===== config.mk =====
export PLATFORM = sky130hd
export DESIGN_NAME = vmul_mult32
export DESIGN_NICKNAME = d
export VERILOG_FILES = /design/src/vmul_pkg.sv /design/src/vmul_mult32.sv
export SDC_FILE = /design/constraint.sdc
export NUM_CORES = 2
export LEC_CHECK = 0
export BUFFER_PORTS_ARGS = -buffer_cell sky130_fd_sc_hd__buf_2
export CAP_MARGIN = 10
export CORE_AREA = 4 4 308 310
export DETAILED_ROUTE_END_ITERATION = 12
export DIE_AREA = 0 0 312 314
export PLACE_DENSITY = 0.8
export SLEW_MARGIN = 20
export SYNTH_ARGS = -nofsm -noshare
export SYNTH_HDL_FRONTEND = slang
export SYNTH_SLANG_ARGS = --single-unit

===== constraint.sdc =====
create_clock -name clk -period 20 [get_ports clk]
set_clock_uncertainty 0.1 [all_clocks]
set_input_delay 1 -clock clk [delete_from_list [all_inputs] [get_ports clk]]
set_output_delay 1 -clock clk [all_outputs]
set_load 0.005 [all_outputs]

===== src/vmul_pkg.sv =====
package vmul_pkg;

	localparam int VEC_WIDTH       = 64;
	// 16-bit half plus one sign bit
	localparam int OPND_WIDTH      = 17;
	localparam int PROD_WIDTH      = 34;
	localparam int WORD_PROD_WIDTH = 66;
	localparam int NUM_UNITS       = 4;

	// tag addr is full width, ports are sized by ADDR_WIDTH
	localparam int TAG_ADDR_WIDTH  = 32;

	// element width, SEW_64 is not supported and gives zero
	typedef enum logic [1:0] {
		SEW_8  = 2'd0,
		SEW_16 = 2'd1,
		SEW_32 = 2'd2,
		SEW_64 = 2'd3
	} sew_e;

	typedef enum logic [1:0] {
		OP_MUL    = 2'd0,
		OP_MULH   = 2'd1,
		OP_MULHU  = 2'd2,
		OP_MULHSU = 2'd3
	} op_e;

	// operand halves for one unit
	// a1/b1 are the upper halves in 32-bit mode
	typedef struct packed {
		logic signed [OPND_WIDTH-1:0] a0;
		logic signed [OPND_WIDTH-1:0] a1;
		logic signed [OPND_WIDTH-1:0] b0;
		logic signed [OPND_WIDTH-1:0] b1;
	} unit_opnd_t;

	typedef struct packed {
		logic signed [PROD_WIDTH-1:0]      p0;
		logic signed [PROD_WIDTH-1:0]      p1;
		logic signed [WORD_PROD_WIDTH-1:0] word;
	} unit_prod_t;

	// sideband carried alongside each item
	typedef struct packed {
		sew_e                      sew;
		op_e                       op;
		logic [TAG_ADDR_WIDTH-1:0] addr;
	} tag_t;

endpackage


===== src/vmul_mult32.sv =====
`timescale 1ns/1ps

module vmul_mult32 (
	input  logic                 clk,
	input  logic                 rst,
	input  vmul_pkg::unit_opnd_t opnd,
	output vmul_pkg::unit_prod_t prod
);

	logic signed [vmul_pkg::PROD_WIDTH-1:0]      p00;
	logic signed [vmul_pkg::PROD_WIDTH-1:0]      p01;
	logic signed [vmul_pkg::PROD_WIDTH-1:0]      p10;
	logic signed [vmul_pkg::PROD_WIDTH-1:0]      p11;
	logic signed [vmul_pkg::WORD_PROD_WIDTH-1:0] w00;
	logic signed [vmul_pkg::WORD_PROD_WIDTH-1:0] w_cross;
	logic signed [vmul_pkg::WORD_PROD_WIDTH-1:0] w11;

	// four 17x17 signed products
	always_ff @(posedge clk) begin
		if (rst) begin
			p00 <= '0;
			p01 <= '0;
			p10 <= '0;
			p11 <= '0;
		end else begin
			p00 <= $signed(opnd.a0) * $signed(opnd.b0);
			p01 <= $signed(opnd.a0) * $signed(opnd.b1);
			p10 <= $signed(opnd.a1) * $signed(opnd.b0);
			p11 <= $signed(opnd.a1) * $signed(opnd.b1);
		end
	end

	// sign extend before the shifts
	assign w00     = p00;
	assign w11     = p11;
	assign w_cross = vmul_pkg::WORD_PROD_WIDTH'(p01) + vmul_pkg::WORD_PROD_WIDTH'(p10);

	always_ff @(posedge clk) begin
		if (rst) begin
			prod <= '0;
		end else begin
			prod.p0   <= p00;
			prod.p1   <= p11;
			prod.word <= (w11 <<< 32) + (w_cross <<< 16) + w00;
		end
	end

	a_prod_known: assert property (@(posedge clk) disable iff (rst) !$isunknown(prod));

endmodule


Word level (Yosys, flattened, before mapping)
Cells that the tools add are included.
{"block": "totals", "reg_bits": 270, "input_bits": 70}
{"block": "op_classes", "addsub": 3, "mul": 4}
{"op": "$mul A17 B17 Y34", "n": 4}
{"op": "$add A66 B34 Y66", "n": 1}
{"op": "$add A66 B51 Y66", "n": 1}
{"op": "$add A34 B34 Y35", "n": 1}

Depth between registers and ports, before layout
{"block": "logic_depth", "word_depth": 3, "mapped_depth": 26}

Worst setup path before layout
Ideal clock, no wire load.
{"block": "synth_timing", "kind": "input port to flip-flop", "from": "input port opnd[50] (netlist name)", "to": "register p10[31] (netlist name)", "n_path_buf": 2, "t_arrival_ns": 6.851, "slack_ns": 12.922, "stages": 22, "required_time_ns": 19.772, "setup_ns": 0.128, "cell_sequence": "clkbuf_1 clkbuf_1 nand2_1 inv_1 fa_1 fa_1 fa_1 fa_1 fa_1 inv_1 fa_1 inv_1 ha_1 nand4_1 inv_1 and3_1 a21oi_1 o31ai_2 or4_1 a41oi_2 xor2_1 nor2_1"}
{"block": "synth_between", "elab_chain_len": 1}
{"item": "start, declared", "line": "vmul_mult32.sv:6", "source": "input vmul_pkg::unit_opnd_t opnd,"}
{"item": "$mul A17 B17 Y34", "line": "vmul_mult32.sv:28", "source": "p10 <= $signed(opnd.a1) * $signed(opnd.b0);"}
{"item": "end signal, assigned", "line": "vmul_mult32.sv:28"}
{"item": "end, declared", "line": "vmul_mult32.sv:12", "source": "logic signed [vmul_pkg::PROD_WIDTH-1:0] p10;"}
No other way between the ends.
A chain may end at the register's enable or synchronous reset.

Worst setup path after layout
{"block": "layout_timing", "from": "input port opnd[8] (netlist name)", "to": "register p01[32] (netlist name)"}
{"block": "layout_between", "elab_chain_len": 1}
{"item": "$mul A17 B17 Y34", "line": "vmul_mult32.sv:27", "source": "p01 <= $signed(opnd.a0) * $signed(opnd.b1);"}
{"item": "end signal, assigned", "line": "vmul_mult32.sv:27"}
{"item": "end, declared", "line": "vmul_mult32.sv:11", "source": "logic signed [vmul_pkg::PROD_WIDTH-1:0] p01;"}
No other way between the ends.

==> impl_metrics.ini <==
[outcome]
status = finished, final reports clean

[global_route]
grt_pass1_wl_um = 229000
first_global_vias = 44600
antenna_found_initial = 10
grt_max_degree = 89
grt_usage = 0.292
grt-ovfl-total = 0

[clocking]
ctsLongestPathBuffers = 3
h-tree-depth = 1
clk_latency_ps = 630
ctsHoldBuffers = 0
numClockSinks = 254
cts_tree = done
post_cts_buffers = 0
cts_resized = 0
numCtsBuffers = 31
clock-root-buffer = clkbuf_16
clk_pin_slew_ps = 60

[layout]
nFillCells = 7421
drive_gt1_frac = 0.0514
final_common_cell = inv_1
regArea_sq_um = 5080
multi_input_area_sq_um = 44000
syn_to_final_growth_pct = 4.88
nets = 7679
final_cell_mix = 1,295 x inv_1, 1,219 x fa_1, 592 x and2_1
fin_util = 0.630

[critical_path]
r2r_start = p01[0]
reg2reg_to = prod[65]
worst-r2r-setup-slack_ps = 12940
endpoint_kind = register
crit_fanout = 34
worstSetupPathType = in -> reg
crit_path_end = p01[32]
required_ps = 20380
reg2reg_depth = 24
crit_arrival_ps = 7910
startpoint_type = input pin
crit_start = opnd[8]

[drt]
ant_nets = 0
drcViolationCount = 0
vias = 40200
viasPerCell = 5.61
detail_route.wirelength_um = 137000
post_drt_wl_per_cell_um = 19.1
dr.pass1.iters = 5
drtIter0Drc = 3012

[sta]
min_period_over_period = 0.377
fin_crit_ps = 7530
tns_ps = 0
hold_viol_final = 0
slew_violations = 0
slew-limit-headroom = 0.319
fmax_mhz = 133
rsz0062_at_grt = false
worstMarginPinSlew_ps = 1020
setup_viol = 0

[die]
initial_core_util = 0.600
dieArea_sq_um = 98000
num_rows = 111
die_w_um = 312
io_pins = 204
design.core.area_sq_um = 91700
dieHeight_um = 314

[placed_design]
routabilityCongestion = 0.964
dp_hpwl_um = 104000
port_buffers = 203

[synthesis]
synth-simple-area-share = 0.159
ys_seq_area_frac = 0.0924
syn_area_per_cell_sq_um = 9.23
synth_area_leaders = fa_1 44%, ha_1 10%, dfxtp_1 9.2%, inv_1 8.8%, and2_1 6.7%
synth_edf_count = 0
yosys_warnings = 0
synthMuxAreaShare = 0.000205
yosysTopAreaCellShare = 0.444
synth_top_family_by_area = adder cells
ys_seq_elements = 254
synth_compound_area_frac = 0.0643
synth_fa_ha_area_frac = 0.543
async_flop_share = 0
yosysUniqueCellTypes = 83
syn_inst = 5963
syn_nets = 7690
synth-main-ff-cell = dfxtp_1
synth_xor_area_frac = 0.0330
netlist_area_sq_um = 55000
yosys.area.top_type = fa_1

[run]
cap_violations = 0

[hold_path]
min_path_type = reg -> reg
==> cells by family after synthesis <==
group / count (synthesis)
AOI/OAI and AO/OA: 541
xor gates and xnor gates: 206
adders and majority gates: 1657
buffers and inverters: 1565
DFF: 254
muxes: 1
and+or+nand+nor: 1739
==> how the worst min path moves through the flow <==
stage	startpoint	endpoint	slack, ps	depth (start not counted)
finish	p00[2]	prod[102]	340	1
global route	p00[1]	prod[101]	350	1
CTS	p00[11]	prod[111]	340	1
detailed placement	p00[1]	prod[101]	330	1
global placement	p00[15]	prod[115]	320	1
floorplan	p00[0]	prod[100]	310	1
==> sequential cells by signal, indices dropped and copies added (netlist names) <==
name  cells
p00      34
prod    118
p11      34
p10      34
p01      34
==> area by class of cell <==
type | instances | share of cell area
diodes | 9 | 0.000390
clock buffers | 37 | 0.0140
clock inverters | 21 | 0.00436
inverters | 1297 | 0.0844
multi-input cells | 4144 | 0.763
flip-flops and latches | 254 | 0.0881
well taps | 1186 | 0.0257
repair buffers | 224 | 0.0205
==> cell usage after synthesis, drive strengths merged, types with 95 or more instances <==
master / n
ha: 438
a21o: 105
dfxtp: 254
clkbuf: 248
nor2b: 99
nand2: 563
nor2: 278
inv: 1296
and2: 592
a21oi: 172
xnor2: 129
fa: 1219
o21ai: 95
==> per-stage QoR <==
step	cell area, sq um	setup WS, ps	hold slack, ps	std cells
after floorplan	55000	12920	314	5963
after global placement	56600	12110	317	7105
after detailed placement	56600	11970	329	7105
after CTS	57700	12610	336	7163
after global routing	57700	12150	353	7166
final	57700	12470	340	7172
==> routing by layer <==
metal	track usage	wire length [um]	part of all wire
met1	0.381	53900	0.39
met2	0.479	63700	0.47
met3	0.0546	12400	0.091
met4	0.130	6790	0.050
met5	0	14	0.00010
==> worst max-delay path, cell delays in order <==
cell and delay (ps):
buf_2 700, nand2_1 220, fa_1 600, inv_1 60
fa_1 490, fa_1 570, fa_1 440, fa_1 490
inv_1 50, fa_1 490, inv_1 50, ha_1 360
and4_1 240, and2_1 220, nand3_1 100, a211oi_1 580
o211ai_1 380, a31oi_1 320, and2_1 240, o22ai_1 100
xor2_1 160, nor2_1 50
Power is left out: the tool's default activity adds up to more than one toggle a clock period on the data nets, which glitch-free logic cannot reach.
