`config.mk`:
```
export PLATFORM = sky130hd
export DESIGN_NAME = vmul_operand_select
export DESIGN_NICKNAME = d
export VERILOG_FILES = /design/src/vmul_pkg.sv /design/src/vmul_operand_select.sv
export SDC_FILE = /design/constraint.sdc
export NUM_CORES = 1
export LEC_CHECK = 0
export CORE_AREA = 2 2 188 190
export DETAILED_ROUTE_END_ITERATION = 10
export DIE_AREA = 0 0 190 192
export DONT_BUFFER_PORTS = 1
export GPL_TIMING_DRIVEN = 0
export PLACE_DENSITY = 0.45
export SYNTH_ARGS = -nofsm -noshare
export SYNTH_HDL_FRONTEND = slang
export SYNTH_SLANG_ARGS = --single-unit
```
`constraint.sdc`:
```
create_clock -name clk -period 3.1 [get_ports clk]
set_input_delay 0.93 -clock clk [delete_from_list [all_inputs] [get_ports clk]]
set_output_delay 0.93 -clock clk [all_outputs]
set_load 0.05 [all_outputs]
```
`src/vmul_pkg.sv`:
```
package vmul_pkg;

	localparam int VEC_WIDTH       = 64;
	// 16-bit half plus one sign bit
	localparam int OPND_WIDTH      = 17;
	localparam int PROD_WIDTH      = 34;
	localparam int WORD_PROD_WIDTH = 66;
	localparam int NUM_UNITS       = 4;

	// tag addr is full width, ports are sized by ADDR_WIDTH
	localparam int TAG_ADDR_WIDTH  = 32;

	// element width, SEW_64 is not supported and gives zero
	typedef enum logic [1:0] {
		SEW_8  = 2'd0,
		SEW_16 = 2'd1,
		SEW_32 = 2'd2,
		SEW_64 = 2'd3
	} sew_e;

	typedef enum logic [1:0] {
		OP_MUL    = 2'd0,
		OP_MULH   = 2'd1,
		OP_MULHU  = 2'd2,
		OP_MULHSU = 2'd3
	} op_e;

	// operand halves for one unit
	// a1/b1 are the upper halves in 32-bit mode
	typedef struct packed {
		logic signed [OPND_WIDTH-1:0] a0;
		logic signed [OPND_WIDTH-1:0] a1;
		logic signed [OPND_WIDTH-1:0] b0;
		logic signed [OPND_WIDTH-1:0] b1;
	} unit_opnd_t;

	typedef struct packed {
		logic signed [PROD_WIDTH-1:0]      p0;
		logic signed [PROD_WIDTH-1:0]      p1;
		logic signed [WORD_PROD_WIDTH-1:0] word;
	} unit_prod_t;

	// sideband carried alongside each item
	typedef struct packed {
		sew_e                      sew;
		op_e                       op;
		logic [TAG_ADDR_WIDTH-1:0] addr;
	} tag_t;

endpackage

```
`src/vmul_operand_select.sv`:
```
`timescale 1ns/1ps

module vmul_operand_select #(
	parameter int ADDR_WIDTH = 32
) (
	input  logic                                                  clk,
	input  logic                                                  rst,
	input  logic [vmul_pkg::VEC_WIDTH-1:0]                        vec0,
	input  logic [vmul_pkg::VEC_WIDTH-1:0]                        vec1,
	input  logic                                                  valid,
	input  vmul_pkg::sew_e                                        sew,
	input  vmul_pkg::op_e                                         op,
	input  logic [ADDR_WIDTH-1:0]                                 addr,
	output vmul_pkg::unit_opnd_t [vmul_pkg::NUM_UNITS-1:0]        opnd,
	output vmul_pkg::tag_t                                        tag,
	output logic                                                  opnd_valid
);

	vmul_pkg::unit_opnd_t [vmul_pkg::NUM_UNITS-1:0] opnd_next;
	vmul_pkg::tag_t                                 tag_next;
	logic                                           sx_a;
	logic                                           sx_b;
	logic [4*vmul_pkg::NUM_UNITS-1:0]               opnd_msb;

	function automatic logic [vmul_pkg::OPND_WIDTH-1:0] ext8(input logic [7:0] v, input logic sx);
		return {{(vmul_pkg::OPND_WIDTH - 8){sx & v[7]}}, v};
	endfunction

	function automatic logic [vmul_pkg::OPND_WIDTH-1:0] ext16(input logic [15:0] v, input logic sx);
		return {sx & v[15], v};
	endfunction

	// a is signed for mulh and mulhsu, b only for mulh
	assign sx_a = (op == vmul_pkg::OP_MULH) || (op == vmul_pkg::OP_MULHSU);
	assign sx_b = (op == vmul_pkg::OP_MULH);

	always_comb begin
		opnd_next = '0;
		case (sew)
			vmul_pkg::SEW_8: begin
				// byte pairs fill units 3 down to 0, even byte on the upper half
				for (int k = 0; k < 8; k++) begin
					if (k % 2 == 0) begin
						opnd_next[3 - k / 2].a1 = ext8(vec0[8*k +: 8], sx_a);
						opnd_next[3 - k / 2].b1 = ext8(vec1[8*k +: 8], sx_b);
					end else begin
						opnd_next[3 - k / 2].a0 = ext8(vec0[8*k +: 8], sx_a);
						opnd_next[3 - k / 2].b0 = ext8(vec1[8*k +: 8], sx_b);
					end
				end
			end
			vmul_pkg::SEW_16: begin
				// only units 3 and 0 in use
				for (int k = 0; k < 4; k++) begin
					if (k % 2 == 0) begin
						opnd_next[(k < 2) ? 3 : 0].a1 = ext16(vec0[16*k +: 16], sx_a);
						opnd_next[(k < 2) ? 3 : 0].b1 = ext16(vec1[16*k +: 16], sx_b);
					end else begin
						opnd_next[(k < 2) ? 3 : 0].a0 = ext16(vec0[16*k +: 16], sx_a);
						opnd_next[(k < 2) ? 3 : 0].b0 = ext16(vec1[16*k +: 16], sx_b);
					end
				end
			end
			vmul_pkg::SEW_32: begin
				for (int k = 0; k < 2; k++) begin
					opnd_next[(k == 0) ? 3 : 0].a1 = ext16(vec0[32*k+16 +: 16], sx_a);
					opnd_next[(k == 0) ? 3 : 0].b1 = ext16(vec1[32*k+16 +: 16], sx_b);
					// lower halves are magnitude bits only
					opnd_next[(k == 0) ? 3 : 0].a0 = ext16(vec0[32*k +: 16], 1'b0);
					opnd_next[(k == 0) ? 3 : 0].b0 = ext16(vec1[32*k +: 16], 1'b0);
				end
			end
			default: begin
				opnd_next = '0;
			end
		endcase
	end

	always_comb begin
		tag_next = '0;
		tag_next.sew = sew;
		tag_next.op = op;
		tag_next.addr[ADDR_WIDTH-1:0] = addr;
	end

	always_ff @(posedge clk) begin
		if (rst) begin
			opnd       <= '0;
			tag        <= '0;
			opnd_valid <= 1'b0;
		end else begin
			opnd_valid <= valid;
			if (valid) begin
				opnd <= opnd_next;
				tag  <= tag_next;
			end else begin
				opnd <= '0;
				tag  <= '0;
			end
		end
	end

	// extension bit of every registered operand half
	always_comb begin
		for (int i = 0; i < vmul_pkg::NUM_UNITS; i++) begin
			opnd_msb[4*i]     = opnd[i].a0[vmul_pkg::OPND_WIDTH-1];
			opnd_msb[4*i + 1] = opnd[i].a1[vmul_pkg::OPND_WIDTH-1];
			opnd_msb[4*i + 2] = opnd[i].b0[vmul_pkg::OPND_WIDTH-1];
			opnd_msb[4*i + 3] = opnd[i].b1[vmul_pkg::OPND_WIDTH-1];
		end
	end

	// mul and mulhu see zero filled operands only
	a_unsigned_zero_fill: assert property (@(posedge clk) disable iff (rst)
		(opnd_valid && (tag.op == vmul_pkg::OP_MUL || tag.op == vmul_pkg::OP_MULHU))
		|-> opnd_msb == '0);

endmodule

```
Word-level counts from Yosys, hierarchy flattened
Index checks and enable logic that the tools add are counted.
- equal/unequal tests: 4
- bitwise logic cells: 18
- reductions and logical operators: 4
- muxes and demuxes: 2
- operators with widths (operator ; count):
    68-bit one-hot mux with 3 select lines ; 2
    1-bit bitwise AND ; 16
    2-bit by 1-bit == test with 1-bit output (second input constant) ; 2
    2-bit == test (second input constant) ; 2
    3-bit OR reduction ; 1
    2-bit logical NOT ; 1
    1-bit NOT ; 2
    2-bit OR reduction ; 1
    1-bit logical OR ; 1
- bits of input ports: 167
- output and inout bits: 309
- register bits after elaboration: 245

Longest topological paths before layout
Gate-level depths: netlist of the first run.
- word-level depth: 4
- mapped depth: 6
- mapped depth without buffers: 4

Worst setup path before layout of the first run
No wires, ideal clock.
- kind: flip-flop to output port
- start: register, netlist name opnd[93]
- end: output opnd[100] in the netlist's numbering
- path slack: 1.137 ns
- cell stages (with the launch flop): 2
- arrival time: 1.033 ns
- buffers on the path: 1
- cell sequence: dfxtp_1 buf_4
- RTL lines (what ; line ; source):
    end, declared ; vmul_operand_select.sv:14 ; output vmul_pkg::unit_opnd_t [vmul_pkg::NUM_UNITS-1:0] opnd,

==> results of run 1 <==
[report_power, final]
group	internal [mW]	switching [mW]	total [mW]	leakage, nW
clock network	1.88	1.32	3.20	0.440
registers	3.25	0.400	3.65	2.00
logic	0.169	0.313	0.482	1.84
[logic make-up after synthesis]
logic type,Yosys count,share of synthesized area (%)
buffers and inverters,137,9.404
AOI/OAI and AO/OA,169,11.76
muxes,31,3.518
DFF,245,55.60
and+or+nand+nor,313,19.72
[routing by layer]
layer,global-route usage [%],vias up
met3,4.970,53
met5,0,-
met4,6.500,0
met2,35.35,366
met1,23.72,3281
li1,-,3040
[path summary, 6_finish.rpt]
| check | startpoint | end | slack, ns | depth (start not counted) |
|---|---|---|---|---|
| worst max-delay path | opnd[110]$_SDFF_PP0_ | opnd[115] | 0.43 | 1 |
| worst min-delay path | addr[31] | tag[31]$_SDFF_PP0_ | 0.50 | 1 |
[state kept, by name, summed over array words and instances, names as in the netlist]
register and flops:
tag 36, opnd_valid 1, opnd 208
[cell usage in the layout, fill, tap and decap left out, types with 31 or more instances in the layout]
cell type	instances
a21oi_1	83
and2_1	36
and3_1	73
buf_4	72
clkbuf_1	52
dfxtp_1	245
mux2i_1	31
nand2_1	58
nor2_1	51
nor2b_1	37
[through the flow]
step           worst slack [ns]  std cells
6_report                 0.4287       1400
5_1_grt                  0.3560       1399
4_1_cts                  0.3755       1399
3_5_place_dp             0.2479       1350
3_3_place_gp             0.2478       1350
2_1_floorplan             1.137        895
[final cells by class]
class | count | area (sq um)
diodes | 1 | 2.502
inverters | 2 | 7.507
flip-flops and latches | 245 | 4905
plain buffers | 135 | 822.0
clock inverters | 8 | 80.08
well taps | 455 | 569.3
clock buffers | 41 | 808.3
fillers | 3600 | 24010
multi-input cells | 513 | 3087
==> results.md, run 1 <==
- RSZ-0062 raised after global routing: false
- Period utilisation layout: 86.17%
- Overall routing resource usage: 20.01%
- Synthesized net count: 1062
- Dpl cell area: 0.009390 sq mm
- Final setup viols: 0
- Drt pass-1 iters: 5
- Post-layout min period: 2.671 ns
- VDD IR max: 0.0003802 V
- Reg clk slew, reported paths: 0.06 ns
- Initial antenna violation count: 0
- Worst Path Class, Setup: flip-flop to primary output
- First-pass GRT wire length: 52130 um
- DR DRC count: 0
- FMAX: 374.4 MHz
- # H-tree levels: 1
- Min-delay worst type: input port to flip-flop
- CP max FO: 9
- Die Ht: 192 um
- Most frequent cell after synthesis: dfxtp_1
- FF+latch count, synth: 245
- Rel. slew slack: 42.18%
- Dominant synthesized flop cell: dfxtp_1
- # nets final: 1091
- CTS sink cnt: 245
- DIE WIDTH: 190 um
- CTS root buf: clkbuf_16
- Pin slew with the least headroom to its limit: 0.8673 ns
- DR WL met3: 2882 um
- Hold Buf Count CTS: 0
- WL/cell: 27.24 um
- Die area: 0.03648 sq mm
- Total Wirelength: 38140 um
- Final core occ: 29.98%
- Delay-heaviest family, CP: flip-flops
- Top routing layer in use: met4
- Final hold slack: 0.4952 ns
- Leakage: 4.274 nW
- Power consumption: 7.333 mW
- EDFF count, synth: 0
- ANT nets after route: 0
- Hold Vio Cnt, Final: 0
- 1st-iter DRT viols: 364
- Port Buf Inserts: 0
- Critical path data arrival time: 1.74 ns
- M1 WL: 15150 um
- Number of vias in the routed layout: 6740
- FFs w/ async S/R, synth: 0%
- Total number of yosys warnings: 0
- Setup bufs post-CTS: 0
- Slew Viols, Final: 0
- Outcome: completed
- Seq/Total Area, Yosys: 55.60%
- Top cell type by total area after synthesis: dfxtp_1
- CTS max path bufs: 3
- Critical Path RT: 2.17 ns
- Top cell type's share of synthesized area: 55.60%
- Met2 WL post-DR: 19080 um
- Post-Syn Instances: 895
- Critical path startpoint category: flip-flop
- Post-Synthesis Cell Area: 0.008821 sq mm
- Post-Syn Area per Cell: 9.856 sq um
- Library cells used by synthesis: 35
- Vias in the first global route: 6852
- Layout cells sized above 1: 14.30%
- Syn-to-layout area delta: 16.55%
- Detailed Place HPWL: 29170 um
- Initial Utilization: 25.73%
- Final setup TNS: 0 ns
- WP buf/inv: 1
- Critical path capture point type: primary output
- Crit-path slowest cell: dfxtp_1
- Design area: 0.01028 sq mm
- PwrDens: 713.3 mW/mm^2
- List of most frequent post-synthesis cells: 245 x dfxtp_1, 83 x a21oi_1, 73 x and3_1
- I/O Pins: 476
- Max incr delay on CP: 0.85 ns
- Top cells by area, synth: dfxtp_1 56%, buf_4 6.1%, and3_1 5.2%, a21oi_1 4.7%, mux2i_1 3.5%
- Core Box Area: 0.03429 sq mm
- CTS Buf Count: 27
- GP Congestion: 0.8154
- Post-DR vias/cell: 4.814
- Crit-path cells: buf_4
- # resized after CTS: 0
- CTS tree: done
- Reported max-cap violation count: 0
- Largest net degree at the start of global routing: 14
- FP Rows: 68
- Congestion Overflow GR: 0
Note: power is estimated with default switching activity, not from simulation.
==> inputs of run 2 (changes only) <==
--- a/config.mk
+++ b/config.mk
@@ -11,6 +11,7 @@
 export DONT_BUFFER_PORTS = 1
 export GPL_TIMING_DRIVEN = 0
 export PLACE_DENSITY = 0.45
+export REMOVE_ABC_BUFFERS = 1
 export SYNTH_ARGS = -nofsm -noshare
 export SYNTH_HDL_FRONTEND = slang
 export SYNTH_SLANG_ARGS = --single-unit
==> results.md, run 2 (synthesis results as in run 1) <==
- Outcome: completed
- Total Wirelength: 28790 um
- Top reg by flops: opnd
- First-pass GRT wire length: 40960 um
- Initial antenna violation count: 2
- CTS tree: done
- Congestion Overflow GR: 0
- Setup bufs post-CTS: 0
- GP Congestion: 0.7162
- Top flop regs: opnd: 208 flops, tag: 36 flops, opnd_valid: 1 flops
- Core Box Area: 0.03429 sq mm
- DIE WIDTH: 190 um
- Pin slew with the least headroom to its limit: 1.288 ns
- Footprint of the multi-input gates: 0.003109 sq mm
- PwrDens: 749.2 mW/mm^2
- Crit path to: opnd[202]
- I/O Pins: 476
- Critical Path RT: 2.17 ns
- Worst Path Class, Setup: flip-flop to primary output
- Detailed Place HPWL: 19720 um
- Overall routing resource usage: 14.78%
- Power consumption: 7.266 mW
- Critical path startpoint category: flip-flop
- Leakage: 3.852 nW
- DR DRC count: 0
- Critical path data arrival time: 1.77 ns
- Die area: 0.03648 sq mm
- Largest net degree at the start of global routing: 95
- Syn-to-layout area delta: 9.943%
- Initial Utilization: 25.73%
- Vias in the first global route: 6122
- Reported max-cap violation count: 0
- Fill cell count: 3604
- 1st-iter DRT viols: 253
- Number of vias in the routed layout: 6090
- Commonest non-fill, non-tap cells in the layout: 237 x dfxtp_1, 83 x a21oi_1, 73 x and3_1, 58 x nand2_1, 51 x nor2_1
- Post-layout min period: 2.703 ns
- WL/cell: 22.64 um
- CTS Buf Count: 27
- WHS Path Cells: 1
- FF/Latch Area: 0.004935 sq mm
- CP startpoint: opnd[195]$_SDFF_PP0_
- ANT nets after route: 0
- CTS max path bufs: 3
- CTS root buf: clkbuf_16
- Post-DR vias/cell: 4.788
- Drt pass-1 iters: 4
- Most common cell after layout, fill and taps aside: dfxtp_1
- Max FFs per register: 208
- CP max FO: 9
- RSZ-0062 raised after global routing: false
- FMAX: 369.9 MHz
- Rel. slew slack: 14.51%
- Final core occ: 28.28%
- Die Ht: 192 um
- Slew Viols, Final: 0
- # nets final: 963
- CTS sink cnt: 245
- # H-tree levels: 1
- Final setup TNS: 0 ns
- Port Buf Inserts: 0
- Hold Buf Count CTS: 0
- # resized after CTS: 0
- FP Rows: 68
- Min-delay worst type: input port to flip-flop
- Critical path capture point type: primary output
- Reg clk slew, reported paths: 0.06 ns
- Period utilisation layout: 87.20%
- Final hold slack: 0.5140 ns
- Hold Vio Cnt, Final: 0
- Final setup viols: 0
- VDD IR max: 0.0004667 V
- Layout cells sized above 1: 7.843%
- WP depth: 0
## run 2: area by class of cell
cell class / instances / share of cell area, %
antenna: 1 / 0.02580
clock buffer: 43 / 8.528
multi-input combinational: 513 / 32.06
timing repair buffer: 7 / 1.600
inverter: 2 / 0.1032
sequential: 245 / 50.88
tap: 455 / 5.870
clock inverter: 6 / 0.9289
## run 2: how the worst min path moves through the flow
| stage | start | endpoint | slack, ns |
|---|---|---|---|
| 3_5_place_dp | sew[1] | opnd[237]$_SDFF_PP0_ | 1.03 |
| 5_1_grt | sew[1] | opnd[237]$_SDFF_PP0_ | 0.48 |
| 2_1_floorplan | sew[1] | opnd[237]$_SDFF_PP0_ | 1.01 |
| 6_report | addr[17] | tag[17]$_SDFF_PP0_ | 0.51 |
| 3_3_place_gp | sew[1] | opnd[237]$_SDFF_PP0_ | 1.03 |
| 4_1_cts | sew[1] | opnd[237]$_SDFF_PP0_ | 0.47 |
## run 2: power breakdown
group          total [mW]  switching, mW  internal [mW]
Sequential           3.66          0.418           3.24
Clock                3.26           1.27           1.99
Combinational       0.342          0.187          0.155
## run 2: stage by stage
stage               instance area, sq um  instances  worst slack, ns
finish                              9698       1272           0.3969
global route                        9696       1271           0.3548
CTS                                 9696       1271           0.3693
detailed placement                  8778       1222          0.07176
global placement                    8568       1215           -7.214
floorplan                           7999        760           -2.569
## run 2: routing by layer
layer	up-vias	share of wire (%)	track usage, %	routed length, um
met5	-	0.045	0	13
met4	2	2.5	4.800	723
met3	51	8.4	4.330	2411
met2	305	50	26.08	14530
met1	2953	39	17.13	11120
li1	2779	-	-	-
