`src/vmul_pkg.sv`:
```
package vmul_pkg;

	localparam int VEC_WIDTH       = 64;
	// 16-bit half plus one sign bit
	localparam int OPND_WIDTH      = 17;
	localparam int PROD_WIDTH      = 34;
	localparam int WORD_PROD_WIDTH = 66;
	localparam int NUM_UNITS       = 4;

	// tag addr is full width, ports are sized by ADDR_WIDTH
	localparam int TAG_ADDR_WIDTH  = 32;

	// element width, SEW_64 is not supported and gives zero
	typedef enum logic [1:0] {
		SEW_8  = 2'd0,
		SEW_16 = 2'd1,
		SEW_32 = 2'd2,
		SEW_64 = 2'd3
	} sew_e;

	typedef enum logic [1:0] {
		OP_MUL    = 2'd0,
		OP_MULH   = 2'd1,
		OP_MULHU  = 2'd2,
		OP_MULHSU = 2'd3
	} op_e;

	// operand halves for one unit
	// a1/b1 are the upper halves in 32-bit mode
	typedef struct packed {
		logic signed [OPND_WIDTH-1:0] a0;
		logic signed [OPND_WIDTH-1:0] a1;
		logic signed [OPND_WIDTH-1:0] b0;
		logic signed [OPND_WIDTH-1:0] b1;
	} unit_opnd_t;

	typedef struct packed {
		logic signed [PROD_WIDTH-1:0]      p0;
		logic signed [PROD_WIDTH-1:0]      p1;
		logic signed [WORD_PROD_WIDTH-1:0] word;
	} unit_prod_t;

	// sideband carried alongside each item
	typedef struct packed {
		sew_e                      sew;
		op_e                       op;
		logic [TAG_ADDR_WIDTH-1:0] addr;
	} tag_t;

endpackage

```
`src/vmul_result_select.sv`:
```
`timescale 1ns/1ps

module vmul_result_select #(
	parameter int ADDR_WIDTH = 32
) (
	input  logic                                           clk,
	input  logic                                           rst,
	input  vmul_pkg::unit_prod_t [vmul_pkg::NUM_UNITS-1:0] prod,
	input  vmul_pkg::tag_t                                 tag,
	input  logic                                           opnd_valid,
	output logic [vmul_pkg::VEC_WIDTH-1:0]                 vec,
	output logic                                           valid,
	output logic [ADDR_WIDTH-1:0]                          addr
);

	vmul_pkg::tag_t                 tag_d1;
	vmul_pkg::tag_t                 tag_d2;
	logic                           valid_d1;
	logic                           valid_d2;
	logic                           hi;
	logic [vmul_pkg::VEC_WIDTH-1:0] vec_next;

	function automatic logic [7:0] pick8(
		input logic [vmul_pkg::PROD_WIDTH-1:0] p,
		input logic                            sel_hi
	);
		return sel_hi ? p[15:8] : p[7:0];
	endfunction

	function automatic logic [15:0] pick16(
		input logic [vmul_pkg::PROD_WIDTH-1:0] p,
		input logic                            sel_hi
	);
		return sel_hi ? p[31:16] : p[15:0];
	endfunction

	function automatic logic [31:0] pick32(
		input logic [vmul_pkg::WORD_PROD_WIDTH-1:0] w,
		input logic                                 sel_hi
	);
		return sel_hi ? w[63:32] : w[31:0];
	endfunction

	// tag and valid wait out the two multiplier stages
	always_ff @(posedge clk) begin
		if (rst) begin
			tag_d1   <= '0;
			tag_d2   <= '0;
			valid_d1 <= 1'b0;
			valid_d2 <= 1'b0;
		end else begin
			tag_d1   <= tag;
			tag_d2   <= tag_d1;
			valid_d1 <= opnd_valid;
			valid_d2 <= valid_d1;
		end
	end

	assign hi = (tag_d2.op != vmul_pkg::OP_MUL);

	always_comb begin
		vec_next = '0;
		case (tag_d2.sew)
			vmul_pkg::SEW_8: begin
				for (int k = 0; k < 8; k++) begin
					vec_next[8*k +: 8] = pick8((k % 2 == 0) ? prod[3 - k / 2].p1 :
						prod[3 - k / 2].p0, hi);
				end
			end
			vmul_pkg::SEW_16: begin
				for (int k = 0; k < 4; k++) begin
					vec_next[16*k +: 16] = pick16((k % 2 == 0) ? prod[(k < 2) ? 3 : 0].p1 :
						prod[(k < 2) ? 3 : 0].p0, hi);
				end
			end
			vmul_pkg::SEW_32: begin
				vec_next[31:0]  = pick32(prod[3].word, hi);
				vec_next[63:32] = pick32(prod[0].word, hi);
			end
			default: begin
				vec_next = '0;
			end
		endcase
	end

	always_ff @(posedge clk) begin
		if (rst) begin
			vec   <= '0;
			valid <= 1'b0;
			addr  <= '0;
		end else begin
			valid <= valid_d2;
			vec   <= valid_d2 ? vec_next : '0;
			// upper tag bits are dropped here
			addr  <= tag_d2.addr[ADDR_WIDTH-1:0];
		end
	end

	// only byte mode uses units 1 and 2
	a_mid_units_idle: assert property (@(posedge clk) disable iff (rst)
		(valid_d2 && tag_d2.sew != vmul_pkg::SEW_8) |-> (prod[1] == '0 && prod[2] == '0));

endmodule

```
`config.mk`:
```
export PLATFORM = sky130hd
export DESIGN_NAME = vmul_result_select
export DESIGN_NICKNAME = d
export VERILOG_FILES = /design/src/vmul_pkg.sv /design/src/vmul_result_select.sv
export SDC_FILE = /design/constraint.sdc
export NUM_CORES = 1
export LEC_CHECK = 0
export BUFFER_PORTS_ARGS = -buffer_cell sky130_fd_sc_hd__buf_2
export CORE_AREA = 5 5 257 259
export DETAILED_ROUTE_END_ITERATION = 8
export DIE_AREA = 0 0 262 264
export GPL_ROUTABILITY_DRIVEN = 0
export SLEW_MARGIN = 20
export SYNTH_ARGS = -nofsm -noshare
export SYNTH_HDL_FRONTEND = slang
export SYNTH_SLANG_ARGS = --single-unit
```
`constraint.sdc`:
```
create_clock -name clk -period 3.1 [get_ports clk]
set_input_delay 0.31 -clock clk [delete_from_list [all_inputs] [get_ports clk]]
set_output_delay 0.31 -clock clk [all_outputs]
set_load 0.01 [all_outputs]
```
Word level (Yosys, flattened, before mapping)

Index checks and enable logic that the tools add are counted.

Flip-flop bits (word level): 171
Input bits: 575
Word-level logic and storage cells: 32

Bitwise gates (word level): 1
Reductions and logical operators: 3
Eq/ne operators: 2
Multiplexer cells: 15

Operators by type and width:

| kind                                                             | number |
|---|---|
| 64-bit one-hot mux with 3 select lines                           | 1 |
| 16-bit 2-to-1 mux                                                | 4 |
| 32-bit 2-to-1 mux                                                | 2 |
| 8-bit 2-to-1 mux                                                 | 8 |
| 2-bit by 1-bit == test with 1-bit output (second input constant) | 1 |
| 2-bit == test (second input constant)                            | 1 |
| 2-bit logical NOT                                                | 1 |
| 2-bit nonzero test                                               | 1 |
| 2-bit OR reduction                                               | 1 |
| 1-bit inverter                                                   | 1 |

Depth between registers and ports, before layout

Gate-level depths: netlist of the first run.

Depth after elaboration: 3
Mapped depth: 6
Gate-level depth less buffers: 3

Least setup slack after synthesis of the first run

OpenSTA, ideal clock, no wires.

Path type: reg-to-reg
Start: register tag_d2[34] (netlist bit)
End: register vec[46] (netlist bit)
Data arrival time: 1.315 ns
Setup slack: 1.662 ns
Required time: 2.977 ns
Cell stages (with the launch flop): 6
Cells stage by stage: dfxtp_1 > buf_4 > buf_4 > mux2_1 > a22oi_1 > a21oi_1

Cells in the longest elaborated chain, start to end: 2

RTL lines:

| item                                       | RTL line                 | text |
|---|---|---|
| start, declared                            | vmul_result_select.sv:17 | `vmul_pkg::tag_t tag_d2;` |
| start signal, assigned                     | vmul_result_select.sv:53 | `tag_d2 <= tag_d1;` |
| 2-bit == test (tied with other cells)      | vmul_result_select.sv:63 | `case (tag_d2.sew)` |
| 64-bit one-hot mux with 3 select lines (*) | vmul_result_select.sv:63 |  |
| end signal, assigned                       | vmul_result_select.sv:93 | `vec <= valid_d2 ? vec_next : '0;` |
| end, declared                              | vmul_result_select.sv:11 | `output logic [vmul_pkg::VEC_WIDTH-1:0] vec,` |

Every way passes the cells marked *; elsewhere a longest branch is shown, timed or not.
A chain may end at the register's enable or synchronous reset.

Worst setup path after layout of the first run

Start: register tag_d2[35] (netlist bit)
End: register vec[27] (netlist bit)

The elaborated chain is that of the path after synthesis.

==> flow_summary.ini, run 1 <==
[die]
core.rowCount = 93
die_x_um = 262
die_area_sq_um = 69200
fp.coreArea_sq_um = 63600
io_pins = 672
die_h_um = 264
initial_core_util_pct = 12.7

[setup_path]
worst_setup_path_end_kind = flop
crit_path_max_fanout = 35
start_kind = flop
worstPathArrival_ns = 2.69
cp.required_ns = 3.45
worstSetupPathType = reg -> reg

[clock_network]
clk_path_buf_depth = 2
cts_buffers = 17
clkSinkCount = 171
cts_tree = yes
cts-htree-levels = 4
clkTransAtPathRegs_ns = 0.08
clock_latency_ns = 0.48
post_cts_buffers = 0
hold_buffers = 9
ctsRootBufferMaster = clkbuf_16
cts_resized = 0

[pwr]
internal_power_w = 0.00387
ir_drop_uv = 422
p_sw_w = 0.00166
p_leak_nw = 5.11
pwr-share-seq_pct = 41.7
comb_power_share_pct = 16.0
power.density_nw_per_um2 = 461
switching_share_pct = 30.0
pwr-share-clk_pct = 42.3

[drt]
wl_per_cell_um = 19.2
ant_nets = 0
drtIter0Drc = 447
drt_wl_total_um = 40200
avgViaCountPerCell = 3.71
drc = 0
firstDrtPassIters = 4
vias = 7782

[global_route]
overflow = 0
grt_antenna_before_repair = 9
grt_pass1_vias = 7885
grt_max_degree = 74
grt_pass1_wl_um = 54300
track_usage_pct = 11.0

[synth]
synth_nets = 1371
synthCells = 796
syn_area_sq_um = 8070
ys_seq_elements = 171
postSynthAreaPerCell_sq_um = 10.1
synth.yosys.seq_area_share_pct = 42.4
ys_types = 35
yosysWarnings = 0

[sta]
fin_crit_ns = 2.35
holdWs_ns = 0.0537
hold_viol = 0
fin_crit_sh_pct = 75.7
setup_tns_ns = 0
clock.fmax_mhz = 426
setup_violations = 0
tightest_slew_ns = 0.979
slew_headroom_pct = 34.7
slew_viol_final = 0
rsz0062_at_grt = no
fin_skew_ns = 0.0226

[job]
maxCapViolations = 0

[outcome]
status = complete, no violations

[final_layout]
most-common-layout-cells = buf_2 (454), dfxtp_1 (167), nor2b_1 (112), o21a_1 (74), nor3b_1 (51)
fin_area_sq_um = 12000
finish.utilization_pct = 18.8
final_common_cell = buf_2
syn_to_final_growth_pct = 48.4
drive_gt1_share_pct = 49.5
nets = 1798

[placement]
portBuffers = 455
dpl-instance-area_sq_um = 11200
dp_hpwl_um = 31700

[min_path]
hold_class = in -> reg
==> cell families (layout without fill, tap and decap cells) <==
| group | count (synthesis) | count (layout) | share of synthesized area [%] |
|---|---|---|---|
| AOI/OAI and AO/OA | 286 | 286 | 26.6 |
| buffers and inverters | 82 | 522 | 5.61 |
| other | 0 | 7 | 0 |
| DFF | 171 | 171 | 42.4 |
| and+or+nand+nor | 185 | 185 | 15.4 |
| muxes | 72 | 72 | 9.92 |
==> power by group through the flow <==
stage	logic, W	registers [W]	clock network, W
2_1_floorplan	0.000429	0.00235	0
3_3_place_gp	0.000879	0.00236	0
3_5_place_dp	0.000884	0.00236	0
4_1_cts	0.000896	0.00231	0.00245
5_1_grt	0.000962	0.00231	0.00253
6_report	0.000885	0.00230	0.00234
==> through the flow <==
| step | setup slack (ns) | instances | total power, W |
|---|---|---|---|
| 5_1_grt | 0.568 | 2093 | 0.00580 |
| 6_report | 0.754 | 2098 | 0.00553 |
| 2_1_floorplan | 1.66 | 796 | 0.00278 |
| 4_1_cts | 0.666 | 2091 | 0.00566 |
| 3_5_place_dp | 0.679 | 2050 | 0.00324 |
| 3_3_place_gp | 0.687 | 2050 | 0.00324 |
==> cell usage after synthesis <==
cell type	count	area (sq um)
nand3_1	3	15.0
a21o_1	2	15.0
dfxtp_1	171	3420
nor3b_1	51	383
buf_1	2	7.51
mux2_2	48	541
nor4b_4	1	23.8
o221ai_1	1	8.76
a21oi_1	32	160
mux2i_1	8	80.1
mux2_1	16	180
or2_1	1	6.26
a211oi_1	5	37.5
nor2_2	1	6.26
nor2_8	1	20.0
o21ai_1	25	125
nand2_1	3	11.3
buf_6	6	67.6
nor2_1	5	18.8
nor2b_1	114	713
nor3_2	2	20.0
a22oi_1	32	240
clkbuf_1	18	67.6
or3b_1	3	26.3
o21ai_0	49	245
o31ai_2	15	188
buf_2	44	220
a221oi_2	25	375
buf_4	12	90.1
o32ai_1	5	43.8
a31oi_1	10	62.6
o211ai_1	4	30.0
o21ba_1	2	20.0
a221oi_1	5	43.8
o21a_1	74	556
==> routing by layer <==
layer / part of all wire [%] / global-route usage [%]
met5: 0 / 0
met4: 5.1 / 6.17
met3: 9.9 / 3.93
met2: 43 / 17.0
met1: 42 / 13.2
==> worst max-delay path, cell delays in order, from the launching register on <==
cell,delay [ns]
dfxtp_2,0.48
buf_4,0.49
o21ba_1,0.41
a22oi_1,0.47
buf_4,0.24
a21oi_1,0.07
==> sequential cells by signal (all words and copies together) (netlist names) <==
signal	flops
valid_d1	1
tag_d2	36
addr	32
valid_d2	1
tag_d1	36
valid	1
vec	64
==> cell type report <==
| class | count | area [sq um] |
|---|---|---|
| clock inverters | 14 | 194 |
| diodes | 7 | 17.5 |
| well taps | 855 | 1070 |
| repair buffers | 490 | 2620 |
| fillers | 7135 | 51700 |
| flip-flops and latches | 171 | 3440 |
| clock buffers | 18 | 429 |
| multi-input cells | 543 | 4220 |
==> worst paths after layout <==
kind	start	end	slack, ns	cells after the start
max	tag_d2[35]	vec[27]	0.75	5
max reg2reg	tag_d2[35]	vec[27]	0.75	5
min	tag[31]	tag_d1[31]	0.05	2
min reg2reg	tag_d1[32]	tag_d2[32]	0.42	1
Power figures use the tool's default switching activity.
==> run 2, diff against run 1 <==
--- a/config.mk
+++ b/config.mk
@@ -6,9 +6,9 @@
 export NUM_CORES = 1
 export LEC_CHECK = 0
 export BUFFER_PORTS_ARGS = -buffer_cell sky130_fd_sc_hd__buf_2
-export CORE_AREA = 5 5 257 259
+export CORE_AREA = 5 5 259 261
 export DETAILED_ROUTE_END_ITERATION = 8
-export DIE_AREA = 0 0 262 264
+export DIE_AREA = 0 0 264 266
 export GPL_ROUTABILITY_DRIVEN = 0
 export SLEW_MARGIN = 20
 export SYNTH_ARGS = -nofsm -noshare
==> constraint.sdc (replaced) <==
create_clock -name clk -period 2.2 [get_ports clk]
set_input_delay 0.22 -clock clk [delete_from_list [all_inputs] [get_ports clk]]
set_output_delay 0.22 -clock clk [all_outputs]
set_load 0.01 [all_outputs]
==> run 2 against run 1 <==
Compared with the run above:
- critical path depth decreased by 1
- combinational power rose by 59%
- highest routed layer unchanged
- design area grew 6.1%
- routed wire length grew 7.7%
- maximum frequency rose by 8.5%
- worst hold slack got worse by 0.0061 ns
==> flow_summary.ini, run 2 (synthesis gave the netlist of run 1 again) <==
[outcome]
status = complete, no violations

[setup_path]
endpoint = vec[32]
reg2reg_to = vec[32]
worstPathArrival_ns = 2.56
path_cells = buf_4 > nor3b_1 > o21ai_1 > a21oi_1
max_stage_delay_ns = 0.82
r2r_start = tag_d2[32]
cpMaxStageDelayCell = nor3b_1
setup.worst_path.start = tag_d2[32]
reg2reg_slack_ns = 0.04
cp_top_family = simple AND/OR/NAND/NOR gates
path_buf_inv = 1
r2r_cells = 4
crit_cells = 4
cp.required_ns = 2.60
start_kind = flop
crit_path_max_fanout = 18
worstSetupPathType = reg -> reg
worst_setup_path_end_kind = flop

[sta]
setup_tns_ns = 0
fin_crit_sh_pct = 98.3
setup_ws_ns = 0.0382
fin_crit_ns = 2.16
slew_headroom_pct = 29.7
slew_viol_final = 0
clock.fmax_mhz = 463
hold_viol = 0
rsz0062_at_grt = no
fin_skew_ns = 0.0293
setup_violations = 0
tightest_slew_ns = 1.05

[die]
die_x_um = 264
io_pins = 672
fp.coreArea_sq_um = 64200
die_area_sq_um = 70200
initial_core_util_pct = 12.6
core.rowCount = 93
die_h_um = 266

[placement]
dp_cells = 2091
pre_cts_ws_ns = 0.0379
portBuffers = 455
dp_hpwl_um = 34400

[clock_network]
cts_buffers = 17
clkSinkCount = 171
clk_path_buf_depth = 2
ctsRootBufferMaster = clkbuf_16
cts_tree = yes
clock_latency_ns = 0.49
cts-htree-levels = 4
clkTransAtPathRegs_ns = 0.08

[drt]
drt_wl_total_um = 43400
firstDrtPassIters = 5
avgViaCountPerCell = 3.79
ant_nets = 0
vias = 8234
drtIter0Drc = 482
wl_per_cell_um = 20.0
drc = 0

[final_layout]
syn_to_final_growth_pct = 57.4
fin_cells = 2173
fillCellCount = 7159
largest_reg_flops = 64
nets = 1880
top_register = vec
drive_gt1_share_pct = 49.8
reg.largest.list = vec x64, tag_d1 x36, tag_d2 x36
most-common-layout-cells = buf_2 (454), dfxtp_1 (167), nor2b_1 (112), o21a_1 (74), buf_4 (64)
final_common_cell = buf_2
finish.utilization_pct = 19.8
antennaDiodeCount = 0

[global_route]
overflow = 0
grt_max_degree = 107
grt_pass1_vias = 8494
track_usage_pct = 11.7
grt_pass1_wl_um = 59000
grt_antenna_before_repair = 7

[pwr]
p_leak_nw = 5.49
ir_drop_uv = 714
power.density_nw_per_um2 = 625
total_power_w = 0.00794

[min_path]
hold_class = in -> reg

[job]
maxCapViolations = 0
-- run 2: metrics by stage --
step / hold WS, ns / area (sq um)
after global routing: 0.0206 / 12700
after global placement: 0.414 / 11600
after floorplan: 0.348 / 8070
final: 0.0476 / 12700
after CTS: 0.00825 / 12700
after detailed placement: 0.422 / 11600
-- run 2: how the worst min path moves through the flow --
stage | from | end | slack [ns] | depth (start not counted)
CTS | rst | valid | 0.008 | 2
finish | rst | valid | 0.05 | 2
global route | rst | valid | 0.02 | 2
global placement | tag_d2[22] | addr[22] | 0.41 | 1
detailed placement | tag_d1[4] | tag_d2[4] | 0.42 | 1
floorplan | tag[0] | tag_d1[0] | 0.35 | 1
-- run 2: report_power, final --
group	total, W	internal (W)	switching (W)
clock network	0.00329	0.00165	0.00164
logic	0.00141	0.000704	0.000702
registers	0.00324	0.00320	0.0000467
total	0.00794	0.00555	0.00239
-- run 2: repair_timing --
item                       CTS  global route
setup endpoints to repair    0             3
buffers inserted             0             2
hold endpoints to repair    44             0
hold buffers                48             0
gates resized for setup      0             1
-- run 2: per-layer routing --
layer / global-route usage, % / up-vias / share of wire (%)
li1: - / 3924 / -
met1: 14.2 / 3807 / 43
met4: 5.51 / 0 / 4.2
met3: 3.76 / 56 / 8.0
met5: 0 / - / 0
met2: 18.9 / 447 / 45
-- run 2: cell type report --
cell class	instances	area, sq um	area share, %
Clock buffer	17	425	3.35
Clock inverter	15	193	1.52
Multi-Input combinational cell	543	4230	33.3
Sequential cell	171	3430	27.0
Tap cell	855	1070	8.42
Timing Repair Buffer	572	3350	26.4
-- run 2: worst reg2reg max path: cells and delay by family, from the launching register on --
kind | cells | cell delay, ns
buffers and inverters | 1 | 0.31
AND/OR/NAND/NOR | 1 | 0.82
flip-flops | 1 | 0.45
AO/OA/AOI/OAI | 2 | 0.52
